$ cat config.mk
export PLATFORM = sky130hd
export DESIGN_NAME = mem_arbiter
export DESIGN_NICKNAME = d
export VERILOG_FILES = /design/src/common/lsu_pkg.sv /design/src/mem_arbiter.sv
export VERILOG_INCLUDE_DIRS = /design/src /design/src/common
export SDC_FILE = /design/constraint.sdc
export NUM_CORES = 1
export LEC_CHECK = 0
export BUFFER_PORTS_ARGS = -buffer_cell sky130_fd_sc_hd__buf_4
export CAP_MARGIN = 20
export CORE_MARGIN = 2
export CORE_UTILIZATION = 27
export CTS_CLUSTER_DIAMETER = 80
export CTS_CLUSTER_SIZE = 24
export DETAILED_ROUTE_END_ITERATION = 7
export PLACE_DENSITY_LB_ADDON = 0.3
export SETUP_SLACK_MARGIN = 0.05
export SYNTH_ARGS = -nofsm -noshare
export SYNTH_HDL_FRONTEND = slang
export SYNTH_SLANG_ARGS = --single-unit
$ cat constraint.sdc
create_clock -name clk -period 1.9 [get_ports clk]
set_clock_uncertainty 0.2 [all_clocks]
set_input_delay 0.38 -clock clk [delete_from_list [all_inputs] [get_ports clk]]
set_output_delay 0.38 -clock clk [all_outputs]
set_load 0.02 [all_outputs]
$ cat src/common/lsu_consts.svh
`ifndef LSU_CONSTS_SVH
`define LSU_CONSTS_SVH

// datapath widths
`define LSU_XLEN        32
`define LSU_STRB_W      (`LSU_XLEN / 8)
`define LSU_OFF_W       2             // byte offset inside a word

// data memory geometry
`define LSU_MEM_WORDS   256
`define LSU_MEM_AW      8

// destination register number
`define LSU_RF_AW       5

// operation encodings
`define LSU_OP_W        3
`define LSU_OP_LD_B     3'd0
`define LSU_OP_LD_BU    3'd1
`define LSU_OP_LD_H     3'd2
`define LSU_OP_LD_HU    3'd3
`define LSU_OP_LD_W     3'd4
`define LSU_OP_ST_B     3'd5
`define LSU_OP_ST_H     3'd6
`define LSU_OP_ST_W     3'd7

`endif

$ cat src/common/lsu_pkg.sv
`default_nettype none

`include "lsu_consts.svh"

package lsu_pkg;

    typedef logic [`LSU_XLEN-1:0]   word_t;
    typedef logic [`LSU_MEM_AW-1:0] mem_addr_t;
    typedef logic [`LSU_RF_AW-1:0]  rf_addr_t;
    typedef logic [`LSU_STRB_W-1:0] strb_t;
    typedef logic [`LSU_OFF_W-1:0]  byte_off_t;

    typedef enum logic [`LSU_OP_W-1:0] {
        LSU_LD_B  = `LSU_OP_LD_B,
        LSU_LD_BU = `LSU_OP_LD_BU,
        LSU_LD_H  = `LSU_OP_LD_H,
        LSU_LD_HU = `LSU_OP_LD_HU,
        LSU_LD_W  = `LSU_OP_LD_W,
        LSU_ST_B  = `LSU_OP_ST_B,
        LSU_ST_H  = `LSU_OP_ST_H,
        LSU_ST_W  = `LSU_OP_ST_W
    } lsu_op_e;

    // instruction as it enters the execute stage
    typedef struct packed {
        lsu_op_e  op;
        word_t    base;
        word_t    offset;
        word_t    wdata;      // store data, low bits used for st_b/st_h
        rf_addr_t rd;
    } lsu_req_t;

    // execute to memory stage record
    typedef struct packed {
        lsu_op_e   op;
        byte_off_t addr_lo;
        rf_addr_t  rd;
        logic      res_from_mem;
        logic      rf_we;
        logic      ex;        // misaligned access
    } es2ms_t;

    // write-back record
    typedef struct packed {
        logic     rf_we;
        rf_addr_t rd;
        word_t    wdata;
        logic     ex;
    } ms2ws_t;

    // one word request to the data SRAM
    typedef struct packed {
        logic      we;
        strb_t     strb;
        mem_addr_t addr;
        word_t     wdata;
    } mem_req_t;

endpackage

`default_nettype wire

$ cat src/mem_arbiter.sv
`timescale 1ns/1ps
`default_nettype none

module mem_arbiter (
    input  wire               clk,
    input  wire               resetn,
    input  wire               exe_mem_valid,
    input  lsu_pkg::mem_req_t exe_mem_req,
    input  wire               host_mem_valid,
    input  lsu_pkg::mem_req_t host_mem_req,
    output logic              exe_grant,
    output logic              host_grant,
    output logic              sram_en,
    output lsu_pkg::mem_req_t sram_req
);

    logic last_host;  // host won the previous arbitration

    // on a tie the side that lost last time goes first
    assign exe_grant  = exe_mem_valid & (~host_mem_valid | last_host);
    assign host_grant = host_mem_valid & ~exe_grant;

    assign sram_en  = exe_grant | host_grant;
    assign sram_req = host_grant ? host_mem_req : exe_mem_req;

    always_ff @(posedge clk) begin
        if (~resetn)
            last_host <= 1'b0;
        else if (sram_en)
            last_host <= host_grant;
    end

endmodule

`default_nettype wire

---- Yosys cells after proc, flatten, opt, wreduce, memory -nomap -nowiden ----
Cells that the tools add are included.
cells by class
  $add $sub $neg .......................... 0
  multipliers ............................. 0
  div/mod/pow operators ................... 0
  $lt $le $gt $ge ......................... 0
  eq/ne operators ......................... 0
  shift operators ......................... 0
  mux-type cells .......................... 1
  bitwise operators ....................... 6
  reductions and logical operators ........ 0
operators by type and width
  cell               number
  45-bit 2-to-1 mux  1
  1-bit AND          2
  1-bit NOT          2
  1-bit bitwise OR   2
word-level totals
  register bits ........................... 1
  latch bits .............................. 0
  memory bits (writable) .................. 0
  bits in read-only memories .............. 0
  bits of input ports ..................... 94
  output and inout port bits .............. 48
  logic and storage cells ................. 8
  memories kept ........................... 0

---- Logic depth before layout (Yosys ltp) ----
  depth in word-level cells ............... 6
  depth in mapped cells ................... 4
  depth with buffers taken out ............ 2

---- Worst setup path before layout ----
Ideal clock, no wire load.
  path kind ............................... in2out
  start ................................... input port host_mem_valid
  end ..................................... output port sram_req[35] (netlist bit)
  data arrival time ....................... 1,195 ps
  data required time ...................... 1,320 ps
  setup slack ............................. 125 ps
  stages on the path ...................... 4
  buffers on the path ..................... 2
  cells stage by stage .................... a21boi_2 buf_6 buf_12 mux2_4
RTL lines
  what                line               source
  start: declaration  mem_arbiter.sv:9   input wire host_mem_valid,
  end: declaration    mem_arbiter.sv:14  output lsu_pkg::mem_req_t sram_req

==> summary.md <==
| Metric | Value |
|---|---|
| Pin count of the biggest net entering global routing | 24 |
| Failing checks | negative setup slack |
| Critical path data required time | 1320 ps |
| Routability cong. | 0.668 |
| Leakage | 0.00120 µW |
| Most flop-heavy register | last_host |
| Final period demand of the worst path | 1980 ps |
| Chip width | 58.5 µm |
| DR vias/cell | between 4 and 5 |
| Clock Latency Late Sink | 0 ps |
| Worst setup margin | -84.1 ps |
| Critical Path Sink Type | output port |
| FP Rows | 19 |
| Layout cells sized above 1 | 0.975 |
| Post-synthesis sequential area ratio | 0.0249 |
| Die area | 3430 µm² |
| Avg Cell Area, Syn | approximately 14 µm² |
| Gr ovfl total | 0 |
| Antenna cells | 0 |
| Max Cap Viol | 0 |
| PwrDens | 340 nW/µm² |
| Hold/Removal Path Class | reg2reg |
| Wire length per cell | between 15 and 20 µm |
| Initial antenna violation count | 0 |
| Pre-antenna DRT Iters | 2 |
| Vias in the first global route | 1,098 |
| Core Region | about 2800 µm² |
| Arrival time at the worst endpoint | 1400 ps |
| Area delta synth->final | 173% |
| Synthesized cell area | 803 µm² |
| Run status | finished, violations left |
| Vias | 1,097 |
| Input/output buffers | 141 |
| DP Area | 1860 µm² |
| Clk slew on worst S/H paths | 0 ps |
| R2R depth | 2 |
| Fillers | 190 |
| Ys Warns | 0 |
| Die height | 58.5 µm |
| Maximum VDD drop | 294 µV |
| Final #Nets | 300 |
| Gr usage total | 0.174 |
| Final WL | ~3700 µm |
| Worst slew pin tran | 186 ps |
| Post-route cell area | around 2200 µm² |
| Post-Syn Nets | 151 |
| Rel. slew slack | 0.876 |
| IO Pins | around 140 |
| Fin crit share | 1.04 |
| DP Worst Slack | -143 ps |
| Startpoint types | primary input |
| Worst-path fanout max | 6 |
| Flop-to-flop setup slack | ~980 ps |
| Final Max Tran Viols | 0 |
| Hold depth | 1 |
| Fin util | 0.789 |
| RSZ-0062 raised after global routing | yes |
| Post-DRT Antenna Nets | 0 |
| Max FFs per register | 1 |
| Max Freq | approximately 0.5 GHz |
| Cells after synthesis | 57 |
| Initial DRC Count | 12 |
| Top Registers | last_host: 1 flops |
| Initial Util | 0.289 |
| Final setup vio count | 45 |
| DR DRC count | 0 |
| CP Class | in2out |
| Synth Register Bits | 1 |
| Fin. Hold Viols | 0 |
| First-pass GRT wire length | 4730 µm |
| Distinct cell type count after synthesis | 11 |
-- kinds of logic after synthesis --
| kind of cell | after synthesis | synth area share |
|---|---|---|
| multiplexers | 45 | 0.813 |
| AND/OR/NAND/NOR | 1 | 0.00779 |
| AO/OA/AOI/OAI | 4 | 0.0358 |
| flip-flops | 1 | 0.0249 |
| buffers and inverters | 6 | 0.118 |
-- synth_stat cells, drive strengths merged --
master	number	share of area
mux2	45	0.81
a21oi	1	0.0062
a21boi	2	0.023
o21ai	1	0.0062
buf	5	0.11
or2	1	0.0078
dfxtp	1	0.025
inv	1	0.0047
-- worst paths after layout --
path,start,endpoint
max,host_mem_valid,sram_req[1]
min,last_host,last_host
max reg2reg,last_host,last_host
min reg2reg,last_host,last_host
-- report_power, final --
| group | switching (µW) | leakage [µW] | total, µW | internal (µW) |
|---|---|---|---|---|
| logic | 266 | 0.00120 | 721 | 455 |
| clock network | 0 | 0 | 0 | 0 |
| registers | 2.45 | 0.00000835 | 25.6 | 23.2 |
| total | 268 | 0.00120 | 747 | 478 |
-- cells in the final DEF (no fill, tap or decap) --
master     instances
buf_4             96
buf_6             49
mux2_4            41
mux2_2             4
clkbuf_16          4
buf_12             2
a21boi_4           1
or2_2              1
inv_1              1
a21boi_0           1
o21ai_0            1
a21oi_1            1
buf_8              1
dfxtp_1            1
-- stage by stage --
step | hold WS, ps | instances | setup TNS [ps] | power [µW]
finish | 320 | 235 | -2700 | 747
global placement | 306 | 227 | -4220 | 617
CTS | 327 | 227 | -2860 | 687
global route | 359 | 235 | -4110 | 781
floorplan | 254 | 57 | 0 | 351
detailed placement | 330 | 227 | -4780 | 627
-- routing by layer --
| layer | wire length, µm | GRT usage | vias to the layer above |
|---|---|---|---|
| met5 | 0 | 0 | - |
| met4 | 35 | 0.0365 | 0 |
| met3 | 402 | 0.0440 | 4 |
| met2 | 2180 | 0.368 | 79 |
| met1 | 1110 | 0.162 | 503 |
| li1 | - | - | 511 |
-- layout make-up --
type	instances	area, µm²	share of cell area
Timing Repair Buffer	152	1430	0.651
Tap cell	31	38.8	0.0177
Sequential cell	1	20.0	0.00913
Inverter	1	3.75	0.00171
Multi-Input combinational cell	50	703	0.321
-- what timing repair did --
action / 4_1_cts / 5_1_grt
setup endpoints to repair: 45 / 45
resized for setup: 41 / 11
hold buffers: 0 / 0
pin swaps: 0 / 1
setup buffers: 0 / 3
gates cloned: 0 / 5
-- worst max-delay path, stage by stage --
cell	delay, ps
buf_8	70
a21boi_4	180
buf_6	160
buf_12	120
mux2_2	350
buf_6	140
Power figures use the tool's default switching activity.
