**src/common/lsu_consts.svh**
```systemverilog
`ifndef LSU_CONSTS_SVH
`define LSU_CONSTS_SVH

// datapath widths
`define LSU_XLEN        32
`define LSU_STRB_W      (`LSU_XLEN / 8)
`define LSU_OFF_W       2             // byte offset inside a word

// data memory geometry
`define LSU_MEM_WORDS   256
`define LSU_MEM_AW      8

// destination register number
`define LSU_RF_AW       5

// operation encodings
`define LSU_OP_W        3
`define LSU_OP_LD_B     3'd0
`define LSU_OP_LD_BU    3'd1
`define LSU_OP_LD_H     3'd2
`define LSU_OP_LD_HU    3'd3
`define LSU_OP_LD_W     3'd4
`define LSU_OP_ST_B     3'd5
`define LSU_OP_ST_H     3'd6
`define LSU_OP_ST_W     3'd7

`endif

```
**src/common/lsu_pkg.sv**
```systemverilog
`default_nettype none

`include "lsu_consts.svh"

package lsu_pkg;

    typedef logic [`LSU_XLEN-1:0]   word_t;
    typedef logic [`LSU_MEM_AW-1:0] mem_addr_t;
    typedef logic [`LSU_RF_AW-1:0]  rf_addr_t;
    typedef logic [`LSU_STRB_W-1:0] strb_t;
    typedef logic [`LSU_OFF_W-1:0]  byte_off_t;

    typedef enum logic [`LSU_OP_W-1:0] {
        LSU_LD_B  = `LSU_OP_LD_B,
        LSU_LD_BU = `LSU_OP_LD_BU,
        LSU_LD_H  = `LSU_OP_LD_H,
        LSU_LD_HU = `LSU_OP_LD_HU,
        LSU_LD_W  = `LSU_OP_LD_W,
        LSU_ST_B  = `LSU_OP_ST_B,
        LSU_ST_H  = `LSU_OP_ST_H,
        LSU_ST_W  = `LSU_OP_ST_W
    } lsu_op_e;

    // instruction as it enters the execute stage
    typedef struct packed {
        lsu_op_e  op;
        word_t    base;
        word_t    offset;
        word_t    wdata;      // store data, low bits used for st_b/st_h
        rf_addr_t rd;
    } lsu_req_t;

    // execute to memory stage record
    typedef struct packed {
        lsu_op_e   op;
        byte_off_t addr_lo;
        rf_addr_t  rd;
        logic      res_from_mem;
        logic      rf_we;
        logic      ex;        // misaligned access
    } es2ms_t;

    // write-back record
    typedef struct packed {
        logic     rf_we;
        rf_addr_t rd;
        word_t    wdata;
        logic     ex;
    } ms2ws_t;

    // one word request to the data SRAM
    typedef struct packed {
        logic      we;
        strb_t     strb;
        mem_addr_t addr;
        word_t     wdata;
    } mem_req_t;

endpackage

`default_nettype wire

```
**src/apb_mem_port.sv**
```systemverilog
`timescale 1ns/1ps
`default_nettype none

`include "lsu_consts.svh"

module apb_mem_port (
    input  wire               clk,
    input  wire               resetn,
    input  wire               psel,
    input  wire               penable,
    input  wire               pwrite,
    input  lsu_pkg::word_t    paddr,
    input  lsu_pkg::word_t    pwdata,
    input  wire               host_grant,
    input  lsu_pkg::word_t    rdata,
    output logic              pready,
    output lsu_pkg::word_t    prdata,
    output logic              host_mem_valid,
    output lsu_pkg::mem_req_t host_mem_req
);

    typedef enum logic [1:0] {
        ST_IDLE,
        ST_REQ,
        ST_DONE
    } apb_state_e;

    apb_state_e state;

    always_ff @(posedge clk) begin
        if (~resetn) begin
            state <= ST_IDLE;
        end else begin
            case (state)
                ST_IDLE: if (psel & ~penable) state <= ST_REQ;   // setup phase seen
                ST_REQ:  if (host_grant) state <= ST_DONE;
                ST_DONE: state <= ST_IDLE;
                default: state <= ST_IDLE;
            endcase
        end
    end

    // ask for the port only during the access phase
    assign host_mem_valid = (state == ST_REQ) & psel & penable;

    // host writes are always full word
    assign host_mem_req.we    = pwrite;
    assign host_mem_req.strb  = {`LSU_STRB_W{1'b1}};
    assign host_mem_req.addr  = paddr[`LSU_MEM_AW+1:2];
    assign host_mem_req.wdata = pwdata;

    // sram data lands in the cycle after the grant
    assign pready = (state == ST_DONE);
    assign prdata = pready ? rdata : '0;

endmodule

`default_nettype wire

```
**config.mk**
```make
export PLATFORM = sky130hd
export DESIGN_NAME = apb_mem_port
export DESIGN_NICKNAME = d
export VERILOG_FILES = /design/src/common/lsu_pkg.sv /design/src/apb_mem_port.sv
export VERILOG_INCLUDE_DIRS = /design/src /design/src/common
export SDC_FILE = /design/constraint.sdc
export NUM_CORES = 1
export LEC_CHECK = 0
export BUFFER_PORTS_ARGS = -buffer_cell sky130_fd_sc_hd__buf_4
export CAP_MARGIN = 15
export CELL_PAD_IN_SITES_DETAIL_PLACEMENT = 0
export CELL_PAD_IN_SITES_GLOBAL_PLACEMENT = 1
export CORE_UTILIZATION = 10
export CTS_BUF_LIST = sky130_fd_sc_hd__clkbuf_4
export CTS_CLUSTER_DIAMETER = 30
export DETAILED_ROUTE_END_ITERATION = 8
export MAX_ROUTING_LAYER = met4
export PLACE_DENSITY_LB_ADDON = 0.3
export SLEW_MARGIN = 30
export SYNTH_ARGS = -nofsm -noshare
export SYNTH_HDL_FRONTEND = slang
export SYNTH_SLANG_ARGS = --single-unit
```
**constraint.sdc**
```tcl
create_clock -name clk -period 1.1 [get_ports clk]
set_input_delay 0 -clock clk [delete_from_list [all_inputs] [get_ports clk]]
set_output_delay 0 -clock clk [all_outputs]
set_load 0.01 [all_outputs]
```
Yosys cells after proc, flatten, opt, wreduce, memory -nomap -nowiden:

Cells that the tools add are included.
Widths: inputs -> output; s select.

* register bits after elaboration: 2
* bits in latches: 0
* bits in writable memories: 0
* bits in read-only memories: 0
* input bits: 102
* logic and storage cells: 15
* memories kept: 0

* add/subtract/negate cells: 0
* multipliers: 0
* div/mod/pow operators: 0
* $lt $le $gt $ge: 0
* eq/ne operators: 4
* shift operators: 0
* multiplexer cells: 4
* bitwise logic cells: 4
* reductions and logical operators: 2

Operators by type and width (number)
* $mux 32: 1
* $mux 2: 2
* $ne 2x2->1 const B: 2
* $pmux 2 s2: 1
* $and 1x1->1: 3
* $eq 2x1->1 const B: 1
* $eq 2x2->1 const B: 1
* $logic_not 2->1: 1
* $reduce_and 2->1: 1
* $not 1->1: 1

Longest topological paths before layout:

* word-level depth: 4
* gate-level depth with buffers: 3

Least setup slack after synthesis:

OpenSTA, ideal clock, no wires.

* path kind: flip-flop to output port
* start point: register state[1]
* end point: output port prdata[21]
* arrival time: 0.865 ns
* slack: 0.235 ns
* stages on the path, launching flop included: 4
* buffers on the path: 1
* path through: dfxtp_1 nor2b_2 buf_2 and2_1

* word-level cells in the longest chain between the ends: 2

RTL lines
* start, declared: line apb_mem_port.sv:28 `apb_state_e state;`
* start signal, assigned: line apb_mem_port.sv:32 `state <= ST_IDLE;`
* start signal, assigned: line apb_mem_port.sv:35 `ST_IDLE: if (psel & ~penable) state <= ST_REQ;`
* start signal, assigned: line apb_mem_port.sv:36 `ST_REQ: if (host_grant) state <= ST_DONE;`
* $eq 2x2->1: line apb_mem_port.sv:53 `assign pready = (state == ST_DONE);`
* named net pready: line apb_mem_port.sv:16 `output logic pready,`
* $mux 32: line apb_mem_port.sv:54 `assign prdata = pready ? rdata : '0;`
* end, declared: line apb_mem_port.sv:17 `output lsu_pkg::word_t prdata,`

The timed path passes the listed nets, and every way through them passes these cells.

Final worst setup path:

* start point: register state[1]
* end point: output port prdata[17]

* word-level cells in the longest chain between the ends: 2

RTL lines (line)
* $eq 2x2->1: apb_mem_port.sv:53
* $mux 32: apb_mem_port.sv:54

Every way passes these cells.

==> run_results.csv <==
group,metric,value,unit
outcome,status,"finished, violations left",
outcome,violations,"negative setup slack",
detailed_routing,routedWlPerCell,8.72,um
setup_path,cp_slowest_cell,"dfxtp_2",
run,maxCapViolations,0,
setup_path,cp.arrival,1.13,ns
setup_path,crit_path_max_incr_delay,0.32,ns
logic_synthesis,synth.yosys.seq_area_share,6.15,%
finish,largest_reg_flops,2,
setup_path,crit_type,"reg2out",
logic_synthesis,synth.cell_area,651,um2
finish,top_register,"state",
clocking,clock_latency,0.22,ns
grt,grt_use_total,4.37,%
detailed_routing,drc_errors,0,
setup_path,crit_fanout,33,
die,fp.dieW,82.7,um
clocking,htree_levels,1,
finish,final_common_cell,"buf_4",
die,rows,29,
clocking,cts_tree,"done",
logic_synthesis,synthCells,91,
finish,final_cell_mix,"69 x buf_4, 31 x and2_1, 4 x conb_1, 3 x clkbuf_4",
setup_path,path_cells,"nor2b_4 -> buf_12 -> and2_1 -> buf_4",
grt,grt_pass1_wl,2190,um
power_and_ir_drop,p_leak,0.541,nW
min_path,hold_path.class,"in2out",
clocking,cts_buffers,3,
sta,max_freq,883,MHz
power_and_ir_drop,totalPowerFinal,0.401,mW
logic_synthesis,synth_top_family_by_area,"buffers and inverters",
power_and_ir_drop,powerDensity,402,nW/um2
sta,fin_ws,-0.0331,ns
grt,first_global_vias,509,
logic_synthesis,yosysWarnings,0,
place,place_ws,0.162,ns
logic_synthesis,muxShareOfSynthArea,0,%
detailed_routing,drt-total-wl,1730,um
finish,largestRegisters,"state x2",
finish,drive_above_1_share,64.5,%
die,die_area,6830,um2
finish,final_core_util,15.8,%
place,numPortBuffers,70,
logic_synthesis,synth.avg_cell_area,7.15,um2
power_and_ir_drop,peakVddDrop,0.318,mV
clocking,path_clk_slew,0.03,ns
sta,maxSlewViolCount,0,
finish,num_antenna_cells,0,
logic_synthesis,ys_ff_latch,2,
clocking,cts.sink_count,2,
sta,fin_skew,0.00156,ns
detailed_routing,first_pass_iters,4,
logic_synthesis,synth_xor_area_share,0,%
clocking,cts_root_buf,"clkbuf_4",
detailed_routing,post_drt_via_cell_ratio,2.95,
finish,nets,225,
sta,hold_violations,0,
logic_synthesis,synth-simple-area-share,38.3,%
sta,setup_viol,32,
sta,rsz0062_at_grt,"yes",
finish,syn2layout_area_growth,53.3,%
die,initial_core_util,10.3,%
setup_path,cp-end-kind,"primary output",
grt,antenna_found_initial,0,
die,fp.dieH,82.7,um
sta,period_share,103,%
place,hpwl,1400,um
setup_path,critPathRequiredTime,1.10,ns
detailed_routing,num_vias,584,
logic_synthesis,ys_types,11,
setup_path,critPathLaunchType,"register",
sta,fin_crit,1.13,ns
detailed_routing,first_iter_violations,10,
die,ios,181,
clocking,cts_setup_buffers,0,
logic_synthesis,synthAdderAreaFrac,0,%
detailed_routing,ant_nets,0,
logic_synthesis,synth-compound-area-share,0.769,%
sta,setup-tns-final,-0.567,ns
clocking,cts_buffer_depth,2,
finish,finalInstanceArea,997,um2
grt,overflow,0,
grt,grt_max_degree,34,
place,placed_area,951,um2
die,coreArea,6310,um2
place,place_congestion,0.556,
[logic make-up (layout without fill, tap and decap cells)]
group	after synthesis	after routing
flops	2	2
compound gates	1	1
simple gates	39	39
buf+inv	48	75
other cells	1	4
[report_power, final]
group,switching [mW],total [mW],internal [mW]
clock network,0.0421,0.162,0.120
registers,0.00330,0.0800,0.0766
logic,0.0437,0.159,0.115
total,0.0891,0.401,0.312
[per-stage QoR]
| step | hold slack [ns] | std cells |
|---|---|---|
| finish | 0.00000444 | 198 |
| global route | 0.0000151 | 198 |
| CTS | 0.0000686 | 198 |
| detailed placement | 0.0000686 | 194 |
| global placement | 0.0000686 | 194 |
| floorplan | 0.0918 | 94 |
[worst paths after layout]
kind / start / end / slack [ns] / cells past startpoint
max: state[1] / prdata[17] / -0.03 / 4
min: pwdata[16] / host_mem_req[16] / 0.000004 / 0
max reg2reg: state[0] / state[0] / 0.18 / 2
min reg2reg: state[0] / state[0] / 0.49 / 2
[metal layers]
metal | part of all wire [%] | vias up | track usage [%]
met2 | 56 | 41 | 7.21
met1 | 29 | 240 | 4.13
met3 | 13 | 16 | 1.10
met4 | 2.4 | 0 | 4.14
met5 | 0 | - | -
li1 | - | 287 | -
[critical path: cells and delay by family, from the launching register on]
kind	cells	cell delay, ns
AND/OR/NAND/NOR	2	0.29
buffers and inverters	2	0.28
flip-flops	1	0.32
[cell type report]
cell class | instances | area [um2]
Fill cell | 740 | 5320
Timing Repair Buffer | 72 | 559
Multi-Input combinational cell | 44 | 277
Tap cell | 77 | 96.3
Sequential cell | 2 | 42.5
Clock buffer | 3 | 22.5
[synth_stat cells (all sizes together)]
master,n,share of area [%]
dfxtp,2,6.2
nor2b,2,2.3
conb,1,0.58
nand2b,2,1.9
buf,48,54
and2,32,31
or3b,1,1.3
a21oi,1,0.77
and3,2,1.9
[repair_timing]
action,4_1_cts,5_1_grt
hold buffers,1,0
gates resized for setup,3,2
endpoints found under the hold margin,1,0
setup endpoints to repair,33,33
(Power assumes the default switching activity.)
