[src/common/lsu_consts.svh]
`ifndef LSU_CONSTS_SVH
`define LSU_CONSTS_SVH

// datapath widths
`define LSU_XLEN        32
`define LSU_STRB_W      (`LSU_XLEN / 8)
`define LSU_OFF_W       2             // byte offset inside a word

// data memory geometry
`define LSU_MEM_WORDS   256
`define LSU_MEM_AW      8

// destination register number
`define LSU_RF_AW       5

// operation encodings
`define LSU_OP_W        3
`define LSU_OP_LD_B     3'd0
`define LSU_OP_LD_BU    3'd1
`define LSU_OP_LD_H     3'd2
`define LSU_OP_LD_HU    3'd3
`define LSU_OP_LD_W     3'd4
`define LSU_OP_ST_B     3'd5
`define LSU_OP_ST_H     3'd6
`define LSU_OP_ST_W     3'd7

`endif

[src/common/lsu_pkg.sv]
`default_nettype none

`include "lsu_consts.svh"

package lsu_pkg;

    typedef logic [`LSU_XLEN-1:0]   word_t;
    typedef logic [`LSU_MEM_AW-1:0] mem_addr_t;
    typedef logic [`LSU_RF_AW-1:0]  rf_addr_t;
    typedef logic [`LSU_STRB_W-1:0] strb_t;
    typedef logic [`LSU_OFF_W-1:0]  byte_off_t;

    typedef enum logic [`LSU_OP_W-1:0] {
        LSU_LD_B  = `LSU_OP_LD_B,
        LSU_LD_BU = `LSU_OP_LD_BU,
        LSU_LD_H  = `LSU_OP_LD_H,
        LSU_LD_HU = `LSU_OP_LD_HU,
        LSU_LD_W  = `LSU_OP_LD_W,
        LSU_ST_B  = `LSU_OP_ST_B,
        LSU_ST_H  = `LSU_OP_ST_H,
        LSU_ST_W  = `LSU_OP_ST_W
    } lsu_op_e;

    // instruction as it enters the execute stage
    typedef struct packed {
        lsu_op_e  op;
        word_t    base;
        word_t    offset;
        word_t    wdata;      // store data, low bits used for st_b/st_h
        rf_addr_t rd;
    } lsu_req_t;

    // execute to memory stage record
    typedef struct packed {
        lsu_op_e   op;
        byte_off_t addr_lo;
        rf_addr_t  rd;
        logic      res_from_mem;
        logic      rf_we;
        logic      ex;        // misaligned access
    } es2ms_t;

    // write-back record
    typedef struct packed {
        logic     rf_we;
        rf_addr_t rd;
        word_t    wdata;
        logic     ex;
    } ms2ws_t;

    // one word request to the data SRAM
    typedef struct packed {
        logic      we;
        strb_t     strb;
        mem_addr_t addr;
        word_t     wdata;
    } mem_req_t;

endpackage

`default_nettype wire

[src/mem_stage/mem_stage.sv]
`timescale 1ns/1ps
`default_nettype none

`include "lsu_consts.svh"

module mem_stage (
    input  wire             clk,
    input  wire             resetn,
    input  wire             es2ms_valid,
    input  lsu_pkg::es2ms_t es2ms,
    input  lsu_pkg::word_t  rdata,
    input  wire             wb_allowin,
    output logic            ms_allowin,
    output logic            wb_valid,
    output lsu_pkg::ms2ws_t wb
);

    logic            ms_valid;
    logic            ms_fresh;    // first cycle after accept, rdata is live
    lsu_pkg::es2ms_t ms_rec;
    lsu_pkg::word_t  rdata_q;
    lsu_pkg::word_t  ld_word;
    lsu_pkg::word_t  shift_rdata;
    lsu_pkg::word_t  mem_result;

    assign ms_allowin = ~ms_valid | wb_allowin;
    assign wb_valid   = ms_valid;

    always_ff @(posedge clk) begin
        if (~resetn) begin
            ms_valid <= 1'b0;
            ms_fresh <= 1'b0;
        end else begin
            if (ms_allowin)
                ms_valid <= es2ms_valid;
            ms_fresh <= es2ms_valid & ms_allowin;
        end
    end

    always_ff @(posedge clk) begin
        if (es2ms_valid & ms_allowin)
            ms_rec <= es2ms;
    end

    // keep the sram word so a stall does not lose it
    always_ff @(posedge clk) begin
        if (ms_fresh)
            rdata_q <= rdata;
    end

    assign ld_word     = ms_fresh ? rdata : rdata_q;
    assign shift_rdata = ld_word >> {ms_rec.addr_lo, 3'b000};

    // sign or zero extend the selected lane
    always_comb begin
        case (ms_rec.op)
            lsu_pkg::LSU_LD_B:  mem_result = {{(`LSU_XLEN-8){shift_rdata[7]}}, shift_rdata[7:0]};
            lsu_pkg::LSU_LD_BU: mem_result = {{(`LSU_XLEN-8){1'b0}}, shift_rdata[7:0]};
            lsu_pkg::LSU_LD_H:  mem_result = {{(`LSU_XLEN-16){shift_rdata[15]}},
                                              shift_rdata[15:0]};
            lsu_pkg::LSU_LD_HU: mem_result = {{(`LSU_XLEN-16){1'b0}}, shift_rdata[15:0]};
            default:            mem_result = shift_rdata;    // ld_w
        endcase
    end

    assign wb.rf_we = ms_valid & ms_rec.rf_we;
    assign wb.rd    = ms_rec.rd;
    assign wb.wdata = ms_rec.res_from_mem ? mem_result : '0;   // stores and faults give zero
    assign wb.ex    = ms_rec.ex;

endmodule

`default_nettype wire

[config.mk]
export PLATFORM = sky130hd
export DESIGN_NAME = mem_stage
export DESIGN_NICKNAME = d
export VERILOG_FILES = /design/src/common/lsu_pkg.sv /design/src/mem_stage/mem_stage.sv
export VERILOG_INCLUDE_DIRS = /design/src /design/src/common
export SDC_FILE = /design/constraint.sdc
export NUM_CORES = 1
export LEC_CHECK = 0
export BUFFER_PORTS_ARGS = -buffer_cell sky130_fd_sc_hd__buf_2
export CAP_MARGIN = 20
export CORE_MARGIN = 8
export CORE_UTILIZATION = 50
export CTS_CLUSTER_DIAMETER = 60
export DETAILED_ROUTE_END_ITERATION = 12
export HOLD_SLACK_MARGIN = 0.15
export PLACE_DENSITY = 0.8
export SLEW_MARGIN = 20
export SYNTH_ARGS = -nofsm -noshare
export SYNTH_HDL_FRONTEND = slang
export SYNTH_SLANG_ARGS = --single-unit
[constraint.sdc]
create_clock -name clk -period 2.1 [get_ports clk]
set_input_delay 0.105 -clock clk [delete_from_list [all_inputs] [get_ports clk]]
set_output_delay 0.105 -clock clk [all_outputs]
set_load 0.05 [all_outputs]
* Yosys cells after proc, flatten, opt, wreduce, memory -nomap -nowiden
Cells that the tools add are included.
** Cells by class
- $add $sub $neg :: 0
- Multiply operators :: 0
- Div/mod/pow operators :: 0
- Magnitude comparators :: 0
- Equal/unequal tests :: 3
- Shift-type cells :: 1
- Multiplexer cells :: 3
- Bitwise gates (word level) :: 4
- Reduce and logical (&&, ||, !) cells :: 1
** Operator list (count)
- 32-bit case mux with 4 select lines :: 1
- 32-bit two-way mux :: 2
- 32-bit by 5-bit right shift with 32-bit output :: 1
- 3-bit by 2-bit equality test with 1-bit output (second input constant) :: 2
- 3-bit by 1-bit equality test with 1-bit output (second input constant) :: 1
- 3-bit zero test :: 1
- 1-bit bitwise AND :: 2
- 1-bit NOT :: 1
- 1-bit OR :: 1
** Word-level totals
- Bits in registers :: 47
- Latch bits :: 0
- Bits in writable memories :: 0
- ROM bits :: 0
- Input bits :: 49
- Output and inout port bits :: 41
- Memories kept :: 0

* Depth between registers and ports, before layout
- Depth after elaboration :: 4
- Mapped depth :: 8
- Depth with buffers taken out :: 4

* Worst setup path after synthesis
OpenSTA, ideal clock, no wires.
- Path type :: register to output
- Start point :: register ms_rec[8] (netlist bit)
- End point :: output wb[14] (netlist bit)
- Arrival :: 2117 ps
- Slack :: -122 ps
- Stages on the path, launching flop included :: 6
- Buffers on the path :: 2
- Cells stage by stage :: edfxtp_1 -> buf_2 -> buf_2 -> mux2i_1 -> a2bb2oi_1 -> o21ai_0
** RTL lines
- start: declaration :: line mem_stage.sv:20 : lsu_pkg::es2ms_t ms_rec;
- start signal: assignment :: line mem_stage.sv:42 : ms_rec <= es2ms;
- end: declaration :: line mem_stage.sv:15 : output lsu_pkg::ms2ws_t wb

==> summary.md <==
| Metric | Value |
|---|---|
| Fin cells | roughly 460 |
| Rows | 26 |
| GRT Total Usage | 21.7% |
| FILL cells | 250 |
| H-tree depth | 2 |
| Die Y | 87.5 um |
| Final Net Count | about 440 |
| Via count | 2456 |
| Clock Latency Late Sink | between 0.3 and 0.4 ns |
| DP Worst Slack | 0.126 ns |
| FMAX | 0.447 GHz |
| Tot Pwr | roughly 2.9 mW |
| Crit end category | output pin |
| Share of layout cells above drive strength 1 | a little over 50% |
| Total placed cells including tap cells | roughly 390 |
| Register area share after synthesis | about two fifths |
| Mapped Area | ~2600 sq um |
| I/O pin count | 90 |
| PortBufs | 89 |
| Final cycle utilization of the critical path | 106% |
| RSZ-0062 raised after global routing | true |
| Final Worst Setup Slack | -0.135 ns |
| Clock Sinks | 47 |
| Cell variety after synth | 47 |
| Initial Utilization | roughly 51% |
| Leak Pwr | between 2 and 2.5 nW |
| YS warnings | 0 |
| Actual slew at the worst max-slew pin | about 0.74 ns |
| Relative slew slack | 50.4% |
| Startpoint types | register |
| Initial antenna violation count | 0 |
| PD cells | around 680 nW/um^2 |
| Crit path time final | about 2.2 ns |
| Max-Cap Viols | 0 |
| Syn_nets | between 200 and 300 |
| Hold_ws | about 0.20 ns |
| Router iterations before antenna repair | 4 |
| N_diodes | 0 |
| Largest net degree at the start of global routing | 18 |
| Clk slew on worst S/H paths | roughly 0.10 ns |
| Initial DRC count | around 160 |
| Post-route cell area | approximately 4200 sq um |
| Post-route setup TNS | -1.80 ns |
| Hpwl dp | 4920 um |
| Vias in the first global route | between 2k and 3k |
| Die footprint | ~7700 sq um |
| DR WL/cell | between 15 and 20 um |
| Slew Viols, Final | 0 |
| Clock root buffer | clkbuf_8 |
| Routed Antenna Nets | 0 |
| DRT Wirelength | between 9000 and 10000 um |
| CTS tree | built |
| Placed inst area | 3090 sq um |
| Crit-path max FO | 14 |
| DRC | 0 |
| CTS buffer count | 5 |
| Worst path arrival time | between 2 and 2.5 ns |
| Primary FF master, synth | dfxtp_1 |
| Min-delay worst type | in2reg |
| Fin. Hold Viols | 0 |
| Crit path required time | ~2 ns |
| FFs w/ async S/R, synth | 0% |
| Core Region | between 5000 and 6000 sq um |
| Syn-to-layout area delta | 66.4% |
| Die X-Extent | 87.5 um |
| Post-synth EDFFs | 13 |
| Setup CP Type | reg2out |
| Skew final | 0.00514 ns |
| Flops & latches, synth | between 40 and 50 |
| Failing checks | setup timing |
| Final core occ | around 85% |
| Outcome | finished, violations left |
| Routability-driven placement congestion ratio | ~0.81 |
| Vias per cell | approximately 5.3 |
| Syn Inst Count | about 230 |
| Mean post-synth cell area | around 11 sq um |
| Grt ovf | 0 |
| Clk buf depth | 2 |
| First-pass GRT wire length | 12900 um |
| Setup Viol. Count Final | 26 |
| Max IR drop VDD | 0.000523 V |
==> registers in the layout (all words and copies together), names as in the netlist <==
signal / flops
ms_fresh: 1
ms_rec: 7
rdata_q: 32
wb: 6
wb_valid: 1
==> placed cells by master, fill, tap and decap left out, types with 2 or more instances in the layout <==
cell type,Yosys,final
buf_4,6,31
nand2_1,19,19
a32oi_1,3,2
or2_0,2,2
mux2i_2,0,3
dfxtp_1,34,33
edfxtp_1,13,13
nor2b_1,3,3
buf_2,5,58
nor2_1,7,6
mux4_2,4,4
nand3_4,0,4
nand2b_1,7,7
a211o_1,3,3
and2_4,1,5
a21oi_2,0,3
dlygate4sd3_1,0,48
a2bb2oi_1,4,4
clkbuf_8,0,5
and2_1,7,3
buf_12,0,5
o21ai_0,7,2
mux2_4,15,16
buf_6,4,24
mux2i_1,15,12
nand3_1,7,3
nand3_2,10,10
mux2_2,9,8
buf_8,1,7
mux2_1,2,2
o211ai_1,4,4
inv_1,12,12
o21ai_2,0,8
==> report_power, final <==
group | switching, mW | internal, mW
combinational | 0.629 | 0.537
clock | 0.340 | 0.247
sequential | 0.0559 | 1.06
total | 1.02 | 1.85
==> cells by family after synthesis <==
| logic type | after synthesis | share of synthesized area, % |
|---|---|---|
| flops | 47 | 41.9 |
| compound gates | 37 | 11.2 |
| simple gates | 69 | 15.9 |
| mux | 45 | 23.1 |
| buf+inv | 34 | 7.89 |
==> timing repair <==
action	CTS	global route
gates resized for setup	68	42
endpoints found under the setup margin	31	30
pin swaps	1	4
endpoints found under the hold margin	47	0
hold buffers	48	0
setup buffers	13	9
gates cloned	1	1
==> final timing paths <==
| kind | start | to | slack (ns) | cells after the start |
|---|---|---|---|---|
| max | ms_fresh$_SDFF_PN0_ | wb[14] | -0.13 | 9 |
| min | wb_allowin | ms_fresh$_SDFF_PN0_ | 0.20 | 3 |
| max reg2reg | wb_valid$_SDFFE_PN0N_ | ms_rec[12]$_DFFE_PP_ | 0.78 | 2 |
| min reg2reg | rdata_q[6]$_DFF_P_ | rdata_q[6]$_DFF_P_ | 0.49 | 1 |
==> layout make-up <==
cell class | count | area [sq um] | share of cell area (%)
clock inverters | 3 | 27.5 | 0.648
repair buffers | 175 | 1510 | 35.5
well taps | 70 | 87.6 | 2.06
clock buffers | 5 | 68.8 | 1.62
multi-input cells | 151 | 1430 | 33.7
inverters | 13 | 50.0 | 1.18
flip-flops and latches | 47 | 1070 | 25.3
==> synthesized netlist by cell type, types with 3 or more instances <==
cell type / n / area (sq um)
buf_4: 6 / 45.0
o21ai_1: 3 / 15.0
o211ai_1: 4 / 30.0
nand3_2: 10 / 100
inv_1: 12 / 45.0
a21oi_1: 4 / 20.0
mux2i_1: 15 / 150
nor2_1: 7 / 26.3
a211o_1: 3 / 26.3
edfxtp_1: 13 / 390
nand3_1: 7 / 35.0
mux2_4: 15 / 225
buf_1: 3 / 11.3
mux2_2: 9 / 101
nand2_1: 19 / 71.3
o21ai_0: 7 / 35.0
buf_2: 5 / 25.0
and2_1: 7 / 43.8
a32oi_1: 3 / 26.3
buf_6: 4 / 45.0
mux4_2: 4 / 90.1
nor2b_1: 3 / 18.8
nand2b_1: 7 / 43.8
a2bb2oi_1: 4 / 35.0
dfxtp_1: 34 / 681
==> metal layers <==
metal  vias to the layer above  share of wire (%)  GRT usage (%)
li1                       1142                  -              -
met1                      1175                 38           23.3
met2                       119                 52           38.6
met3                        20                7.3           6.79
met4                         0                2.7           8.28
met5                         -                  0              0
==> worst max-delay path: stages, from the launching register on <==
cell and delay [ns]:
dfxtp_4 0.39, buf_12 0.16, buf_6 0.13, nand2b_1 0.15
o2bb2ai_2 0.23, o211ai_2 0.14, buf_6 0.17, clkbuf_16 0.15
o21ai_2 0.09, buf_6 0.19
No activity file was read; power rests on OpenSTA's default activity.
