[src/common/lsu_consts.svh]
`ifndef LSU_CONSTS_SVH
`define LSU_CONSTS_SVH

// datapath widths
`define LSU_XLEN        32
`define LSU_STRB_W      (`LSU_XLEN / 8)
`define LSU_OFF_W       2             // byte offset inside a word

// data memory geometry
`define LSU_MEM_WORDS   256
`define LSU_MEM_AW      8

// destination register number
`define LSU_RF_AW       5

// operation encodings
`define LSU_OP_W        3
`define LSU_OP_LD_B     3'd0
`define LSU_OP_LD_BU    3'd1
`define LSU_OP_LD_H     3'd2
`define LSU_OP_LD_HU    3'd3
`define LSU_OP_LD_W     3'd4
`define LSU_OP_ST_B     3'd5
`define LSU_OP_ST_H     3'd6
`define LSU_OP_ST_W     3'd7

`endif

[src/common/lsu_pkg.sv]
`default_nettype none

`include "lsu_consts.svh"

package lsu_pkg;

    typedef logic [`LSU_XLEN-1:0]   word_t;
    typedef logic [`LSU_MEM_AW-1:0] mem_addr_t;
    typedef logic [`LSU_RF_AW-1:0]  rf_addr_t;
    typedef logic [`LSU_STRB_W-1:0] strb_t;
    typedef logic [`LSU_OFF_W-1:0]  byte_off_t;

    typedef enum logic [`LSU_OP_W-1:0] {
        LSU_LD_B  = `LSU_OP_LD_B,
        LSU_LD_BU = `LSU_OP_LD_BU,
        LSU_LD_H  = `LSU_OP_LD_H,
        LSU_LD_HU = `LSU_OP_LD_HU,
        LSU_LD_W  = `LSU_OP_LD_W,
        LSU_ST_B  = `LSU_OP_ST_B,
        LSU_ST_H  = `LSU_OP_ST_H,
        LSU_ST_W  = `LSU_OP_ST_W
    } lsu_op_e;

    // instruction as it enters the execute stage
    typedef struct packed {
        lsu_op_e  op;
        word_t    base;
        word_t    offset;
        word_t    wdata;      // store data, low bits used for st_b/st_h
        rf_addr_t rd;
    } lsu_req_t;

    // execute to memory stage record
    typedef struct packed {
        lsu_op_e   op;
        byte_off_t addr_lo;
        rf_addr_t  rd;
        logic      res_from_mem;
        logic      rf_we;
        logic      ex;        // misaligned access
    } es2ms_t;

    // write-back record
    typedef struct packed {
        logic     rf_we;
        rf_addr_t rd;
        word_t    wdata;
        logic     ex;
    } ms2ws_t;

    // one word request to the data SRAM
    typedef struct packed {
        logic      we;
        strb_t     strb;
        mem_addr_t addr;
        word_t     wdata;
    } mem_req_t;

endpackage

`default_nettype wire

[src/exe_stage/exe_stage.sv]
`timescale 1ns/1ps
`default_nettype none

`include "lsu_consts.svh"

module exe_stage (
    input  wire               clk,
    input  wire               resetn,
    input  wire               in_valid,
    input  lsu_pkg::lsu_req_t in_req,
    input  wire               ms_allowin,
    input  wire               exe_grant,
    output logic              in_allowin,
    output logic              es2ms_valid,
    output lsu_pkg::es2ms_t   es2ms,
    output logic              exe_mem_valid,
    output lsu_pkg::mem_req_t exe_mem_req
);

    logic              es_valid;
    lsu_pkg::lsu_req_t es_req;
    lsu_pkg::word_t    es_addr;
    logic              is_store;
    logic              is_half;
    logic              is_word;
    logic              es_ex;
    logic              es_ready_go;
    lsu_pkg::strb_t    st_strb;
    lsu_pkg::word_t    st_data;

    // handshake, a misaligned op never touches memory
    assign es_ready_go = es_ex | exe_grant;
    assign in_allowin  = ~es_valid | (es_ready_go & ms_allowin);
    assign es2ms_valid = es_valid & es_ready_go;

    always_ff @(posedge clk) begin
        if (~resetn)
            es_valid <= 1'b0;
        else if (in_allowin)
            es_valid <= in_valid;
    end

    always_ff @(posedge clk) begin
        if (in_valid & in_allowin)
            es_req <= in_req;
    end

    assign es_addr  = es_req.base + es_req.offset;
    assign is_store = (es_req.op == lsu_pkg::LSU_ST_B) | (es_req.op == lsu_pkg::LSU_ST_H) |
                      (es_req.op == lsu_pkg::LSU_ST_W);
    assign is_half  = (es_req.op == lsu_pkg::LSU_LD_H) | (es_req.op == lsu_pkg::LSU_LD_HU) |
                      (es_req.op == lsu_pkg::LSU_ST_H);
    assign is_word  = (es_req.op == lsu_pkg::LSU_LD_W) | (es_req.op == lsu_pkg::LSU_ST_W);
    assign es_ex    = is_half & es_addr[0] | is_word & (|es_addr[1:0]);

    // move store data into its byte lane
    always_comb begin
        case (es_req.op)
            lsu_pkg::LSU_ST_B: begin
                st_strb = lsu_pkg::strb_t'(1) << es_addr[1:0];
                st_data = {(`LSU_XLEN/8){es_req.wdata[7:0]}};
            end
            lsu_pkg::LSU_ST_H: begin
                st_strb = lsu_pkg::strb_t'(3) << es_addr[1:0];
                st_data = {(`LSU_XLEN/16){es_req.wdata[15:0]}};
            end
            lsu_pkg::LSU_ST_W: begin
                st_strb = {`LSU_STRB_W{1'b1}};
                st_data = es_req.wdata;
            end
            default: begin     // loads write nothing
                st_strb = '0;
                st_data = es_req.wdata;
            end
        endcase
    end

    // only ask when the memory stage can take the result this cycle
    assign exe_mem_valid     = es_valid & ~es_ex & ms_allowin;
    assign exe_mem_req.we    = is_store;
    assign exe_mem_req.strb  = st_strb;
    assign exe_mem_req.addr  = es_addr[`LSU_MEM_AW+1:2];
    assign exe_mem_req.wdata = st_data;

    assign es2ms.op           = es_req.op;
    assign es2ms.addr_lo      = es_addr[`LSU_OFF_W-1:0];
    assign es2ms.rd           = es_req.rd;
    assign es2ms.res_from_mem = ~is_store & ~es_ex;
    assign es2ms.rf_we        = ~is_store & ~es_ex;
    assign es2ms.ex           = es_ex;

endmodule

`default_nettype wire

[config.mk]
export PLATFORM = sky130hd
export DESIGN_NAME = exe_stage
export DESIGN_NICKNAME = d
export VERILOG_FILES = /design/src/common/lsu_pkg.sv /design/src/exe_stage/exe_stage.sv
export VERILOG_INCLUDE_DIRS = /design/src /design/src/common
export SDC_FILE = /design/constraint.sdc
export NUM_CORES = 1
export LEC_CHECK = 0
export BUFFER_PORTS_ARGS = -buffer_cell sky130_fd_sc_hd__buf_2
export CELL_PAD_IN_SITES_DETAIL_PLACEMENT = 1
export CELL_PAD_IN_SITES_GLOBAL_PLACEMENT = 1
export CORE_MARGIN = 3
export CORE_UTILIZATION = 34
export CTS_CLUSTER_SIZE = 24
export DETAILED_ROUTE_END_ITERATION = 10
export PLACE_DENSITY_LB_ADDON = 0.15
export SYNTH_ARGS = -nofsm -noshare
export SYNTH_HDL_FRONTEND = slang
export SYNTH_SLANG_ARGS = --single-unit
[constraint.sdc]
create_clock -name clk -period 6.5 [get_ports clk]
set_input_delay 1.3 -clock clk [delete_from_list [all_inputs] [get_ports clk]]
set_output_delay 1.3 -clock clk [all_outputs]
set_load 0.02 [all_outputs]
# Word level (Yosys, flattened, before mapping)
# Cells that the tools add are included.
dict set report word_totals {
  reg_bits 61
  wordCells 37
  inputBits 109
  out_inout_bits 61
}
dict set report op_classes {
  bitwise 19
  add_sub_neg 1
  muxes 2
  n_reduce_logical 1
  shift 2
  n_eq_ne 6
}
# operator count
set ops {}
lappend ops {{$pmux 32 s2} 1}
lappend ops {{$eq 3x3->1 const B} 4}
lappend ops {{$pmux 4 s3} 1}
lappend ops {{$add 10x10->10} 1}
lappend ops {{$and 1x1->1} 8}
lappend ops {{$or 1x1->1} 8}
lappend ops {{$eq 3x2->1 const B} 2}
lappend ops {{$shl 1x2->4 const A} 1}
lappend ops {{$shl 2x2->4 const A} 1}
lappend ops {{$not 1->1} 3}
lappend ops {{$reduce_or 2->1} 1}

# Logic depth before layout (Yosys ltp)
dict set report depth {
  depth_word 9
  depth_mapped 7
  mapped_depth_nobuf 6
}

# Worst setup path after synthesis
# OpenSTA, ideal clock, no wires.
dict set report synth_path {
  kind {register to register}
  start {register es_req[37] (netlist bit)}
  end {register es_req, in the netlist es2ms[10], enable pin}
  t_required_ns 6.000
  synth_period_minus_slack_ns 5.231
  slack_ns 1.269
  path_buffers 0
  setup_time_ns 0.500
  path_stages_with_launch 7
  arrival_time_ns 4.731
  path_cell_list {edfxtp_1 -> ha_1 -> fa_1 -> nand2_1 -> a22oi_1 -> a221oi_2 -> o22ai_1}
}
# element line_no
set synth_rtl {}
lappend synth_rtl {{start: declaration} exe_stage.sv:21} ;# lsu_pkg::lsu_req_t es_req;
lappend synth_rtl {{start signal: assignment} exe_stage.sv:45} ;# es_req <= in_req;

# Worst setup path after layout
dict set report layout_path {
  start {register es_req[37] (netlist bit)}
  end {output in_allowin}
}
dict set report layout_via {
  elab_chain_cells 7
  word_cells_on_any_way 8
  classes_between {1 x add/sub; 6 x bitwise; 1 x reduce/logical}
}
# element line_no
set layout_lines {}
lappend layout_lines {{$add 10x10->10 (*)} exe_stage.sv:48} ;# assign es_addr = es_req.base + es_req.offset;
lappend layout_lines {{$reduce_or 2->1} exe_stage.sv:54} ;# assign es_ex = is_half & es_addr[0] | is_word & (|es_addr[1:0]);
lappend layout_lines {{$and 1x1->1} exe_stage.sv:54}
lappend layout_lines {{$or 1x1->1 (*)} exe_stage.sv:54}
lappend layout_lines {{$or 1x1->1 (*)} exe_stage.sv:32} ;# assign es_ready_go = es_ex | exe_grant;
lappend layout_lines {{$and 1x1->1 (*)} exe_stage.sv:33} ;# assign in_allowin = ~es_valid | (es_ready_go & ms_allowin);
lappend layout_lines {{$or 1x1->1 (*)} exe_stage.sv:33}
lappend layout_lines {{end: declaration} exe_stage.sv:13} ;# output logic in_allowin,
# Every way passes the cells marked *; elsewhere a longest branch is shown, timed or not.

==> flow_summary.rst <==
.. list-table::
   :header-rows: 1

   * - Metric
     - Value
   * - Commonest cells in the synthesized netlist
     - 60 x edfxtp_1, 19 x buf_4, 17 x a21oi_1, 17 x nor2_1, 16 x mux2_2
   * - Slew of the pin with the lowest slew margin
     - 884 ps
   * - PD cells
     - 288 nW/µm²
   * - Fraction of synthesized cell area in xor and xnor cells
     - 2.51%
   * - Area fraction in compound gates after synthesis
     - 13.6%
   * - Gate Count Post-Synth
     - 252
   * - DP Area
     - 3740 µm²
   * - EDFF count, synth
     - 60
   * - Number of cells after detailed placement
     - 457
   * - Chip height
     - 102 µm
   * - Via count of the first global-routing pass
     - 2,335
   * - Area share of and/or/nand/nor cells after synthesis
     - 8.47%
   * - Detailed placement HPWL
     - 5450 µm
   * - Setup repair after global routing missed its margin
     - no
   * - TritonCTS clock tree
     - done
   * - Final critical-path required period
     - 3890 ps
   * - Buffer count from post-CTS setup fixing
     - 0
   * - CTS Root Buffer Type
     - clkbuf_8
   * - Maximum number of buffers from clock root to sink
     - 2
   * - CP Capture Type
     - output port
   * - Gp weighted congestion
     - 0.754
   * - Final standard cell count with taps included and fillers excluded
     - 473
   * - Hold violation count in the final report
     - 0
   * - Library cell with the highest instance count after synthesis
     - edfxtp_1
   * - Hold-fix buffers at CTS
     - 0
   * - Cell taking the most area after synthesis
     - edfxtp_1
   * - Total of max-cap violations
     - 0
   * - Fraction of final layout cells sized beyond drive strength 1
     - 45.2%
   * - Effective utilization at floorplan
     - 35.5%
   * - Maximum fanout count along the critical path
     - 8
   * - Cell variety after synth
     - 42
   * - Synthesis-to-layout area growth
     - 25.1%
   * - Residual overflow from global routing
     - 0
   * - Ranking of synthesized cells by area
     - edfxtp_1 57%, mux2_2 5.7%, buf_4 4.5%
   * - Status
     - complete, no violations
   * - Fill count
     - 991
   * - Clock transition at the registers of the reported paths
     - 80 ps
   * - Endpoint required time on the critical path
     - 5200 ps
   * - Number of I/O port buffers
     - 125
   * - Setup TNS
     - 0 ps
   * - Maximum frequency from static timing analysis
     - 0.257 GHz
   * - Remaining routing DRC violations
     - 0
   * - Clock latency on the worst-skew pair
     - 340 ps
   * - Max-slew violation count
     - 0
   * - Leakage power of the design
     - 1.67 nW
   * - Relative slew slack
     - 41.0%
   * - Type of the tightest min-delay check
     - flip-flop to flip-flop
   * - Top FF cell, synth
     - edfxtp_1
   * - Total clock buffers created by CTS
     - 9
   * - Worst setup path category
     - flip-flop to output port
   * - Detailed-routing iteration count for the pre-antenna-repair pass
     - 4
   * - Count of nets left with antenna violations after detail routing
     - 0
   * - Avg WL per Cell
     - 16.2 µm
   * - Data arrival at the endpoint of the critical path
     - 2590 ps
   * - Final core utilization
     - 44.5%
   * - Async set-or-reset flop fraction in the synthesized netlist
     - 0%
   * - Cell area after layout
     - 3930 µm²
   * - Post-route clock skew
     - 13.3 ps
   * - Total detailed-routing wirelength
     - 7670 µm
   * - Antenna violations before repair
     - 0
   * - Global-route wire length before repair
     - 11,800 µm
   * - Share of synthesized area spent on multiplexers
     - 5.73%
   * - Part of the Yosys area used for sequential elements
     - 57.9%
   * - CTS HTree Levels
     - 3
   * - Period Utilization, post-route
     - 59.9%
   * - Final-report setup violation count
     - 0
   * - Synthesized cell area
     - 3150 µm²
   * - Proportion of netlist area held by the largest area contributor
     - 57.3%
   * - Maximum number of pins on one net before global-route repair
     - 61
   * - Post-synthesis sequential element count
     - 61
   * - Adder and majority cell fraction of the synthesized area
     - 4.22%
   * - Die boundary width
     - 102 µm
   * - Number of clock sinks
     - 61
   * - Number of cells upsized or downsized after cts
     - 0
   * - Std-Cell Core Area
     - 8850 µm²
   * - Die area
     - 10,400 µm²
   * - Total Routing Usage GR
     - 15.0%
   * - Worst hold slack
     - 691 ps
   * - Count of inserted antenna diode cells
     - 0
   * - Syn Area/Cell
     - 12.5 µm²
   * - Total via count in the routed design
     - 2,336
   * - Via count normalized by instance count
     - 4.94
   * - Cell row count
     - 34
   * - Crit start category
     - flip-flop
   * - Io pins
     - 170
   * - Detailed Route Iter0 Violations
     - 47
   * - Number of nets produced by synthesis
     - 371
   * - Nets
     - 479
   * - Dominant combinational cell family by area after synthesis
     - compound AO/OA/AOI/OAI gates
   * - Highest ir drop seen on vdd
     - 130 µV
   * - Synthesis warning total
     - 0
## layer usage
layer	share of wire (%)	global-route usage (%)	vias to the layer above
met5	0	0	-
met4	0.78	5.45	0
met3	6.0	4.98	8
met2	51	25.3	75
met1	42	17.9	1110
li1	-	-	1143
## area by class of cell
type                    count  area, µm²  area share, %
clock buffers              10        128           3.24
clock inverters             6       62.6           1.59
inverters                  12       45.0           1.15
multi-input cells         149       1100           28.0
flip-flops and latches     61       1820           46.3
well taps                 108        135           3.44
repair buffers            127        641           16.3
## critical path: stages, from the launching register on
cell	delay (ps)
edfxtp_1	390
ha_1	250
fa_1	570
nand2_1	130
a22oi_1	120
a221oi_2	480
o21ai_0	130
buf_2	170
## cells in the final DEF (no fill, tap or decap), drive strengths merged
cell type,count
a2111oi,1
o31a,1
or2,2
o211ai,2
o22ai,9
o21ai,5
o31ai,9
a22oi,1
o21a,1
a21oi,17
nand2,8
a21o,3
edfxtp,60
a31oi,9
and3,2
o211a,1
a22o,1
nor2,17
fa,1
o2111ai,1
mux2,16
nand3b,1
inv,13
nor3,3
dfxtp,1
xnor2,5
a221oi,1
clkbuf,10
xor2,4
buf,127
nand2b,10
nor2b,3
a211oi,1
bufinv,1
nand3,3
or3,1
ha,9
and2,1
clkinv,3
clkinvlp,1
## through the flow
step / setup slack (ps) / power (mW)
2_1_floorplan: 1270 / 0.720
3_3_place_gp: 3030 / 0.805
6_report: 2610 / 1.13
4_1_cts: 2570 / 1.15
3_5_place_dp: 2980 / 0.813
5_1_grt: 2390 / 1.20
## cells by family (layout without fill, tap and decap cells)
group           count (synthesis)  after routing
compound gates                 63             63
flops                          61             61
simple gates                   51             51
buf+inv                        42            155
mux                            16             16
fa+ha+maj                      10             10
xor+xnor                        9              9
## worst paths after layout
path,start,cells past startpoint,to,slack (ps)
max,es_req[37],7,in_allowin,2610
min,es_valid,2,es_valid,690
max reg2reg,es_req[37],7,es_req[43],3460
min reg2reg,es_valid,2,es_valid,690
## sequential cells by signal, summed over array words and instances, names as in the netlist
name and count:
es_req 52, es2ms 8, es_valid 1
## where the power goes
group / switching [mW] / leakage (nW) / internal [mW]
Sequential: 0.0222 / 0.594 / 0.473
Clock: 0.157 / 0.0920 / 0.177
Combinational: 0.188 / 0.983 / 0.116
Total: 0.367 / 1.67 / 0.766
No activity file was read; power rests on OpenSTA's default activity.
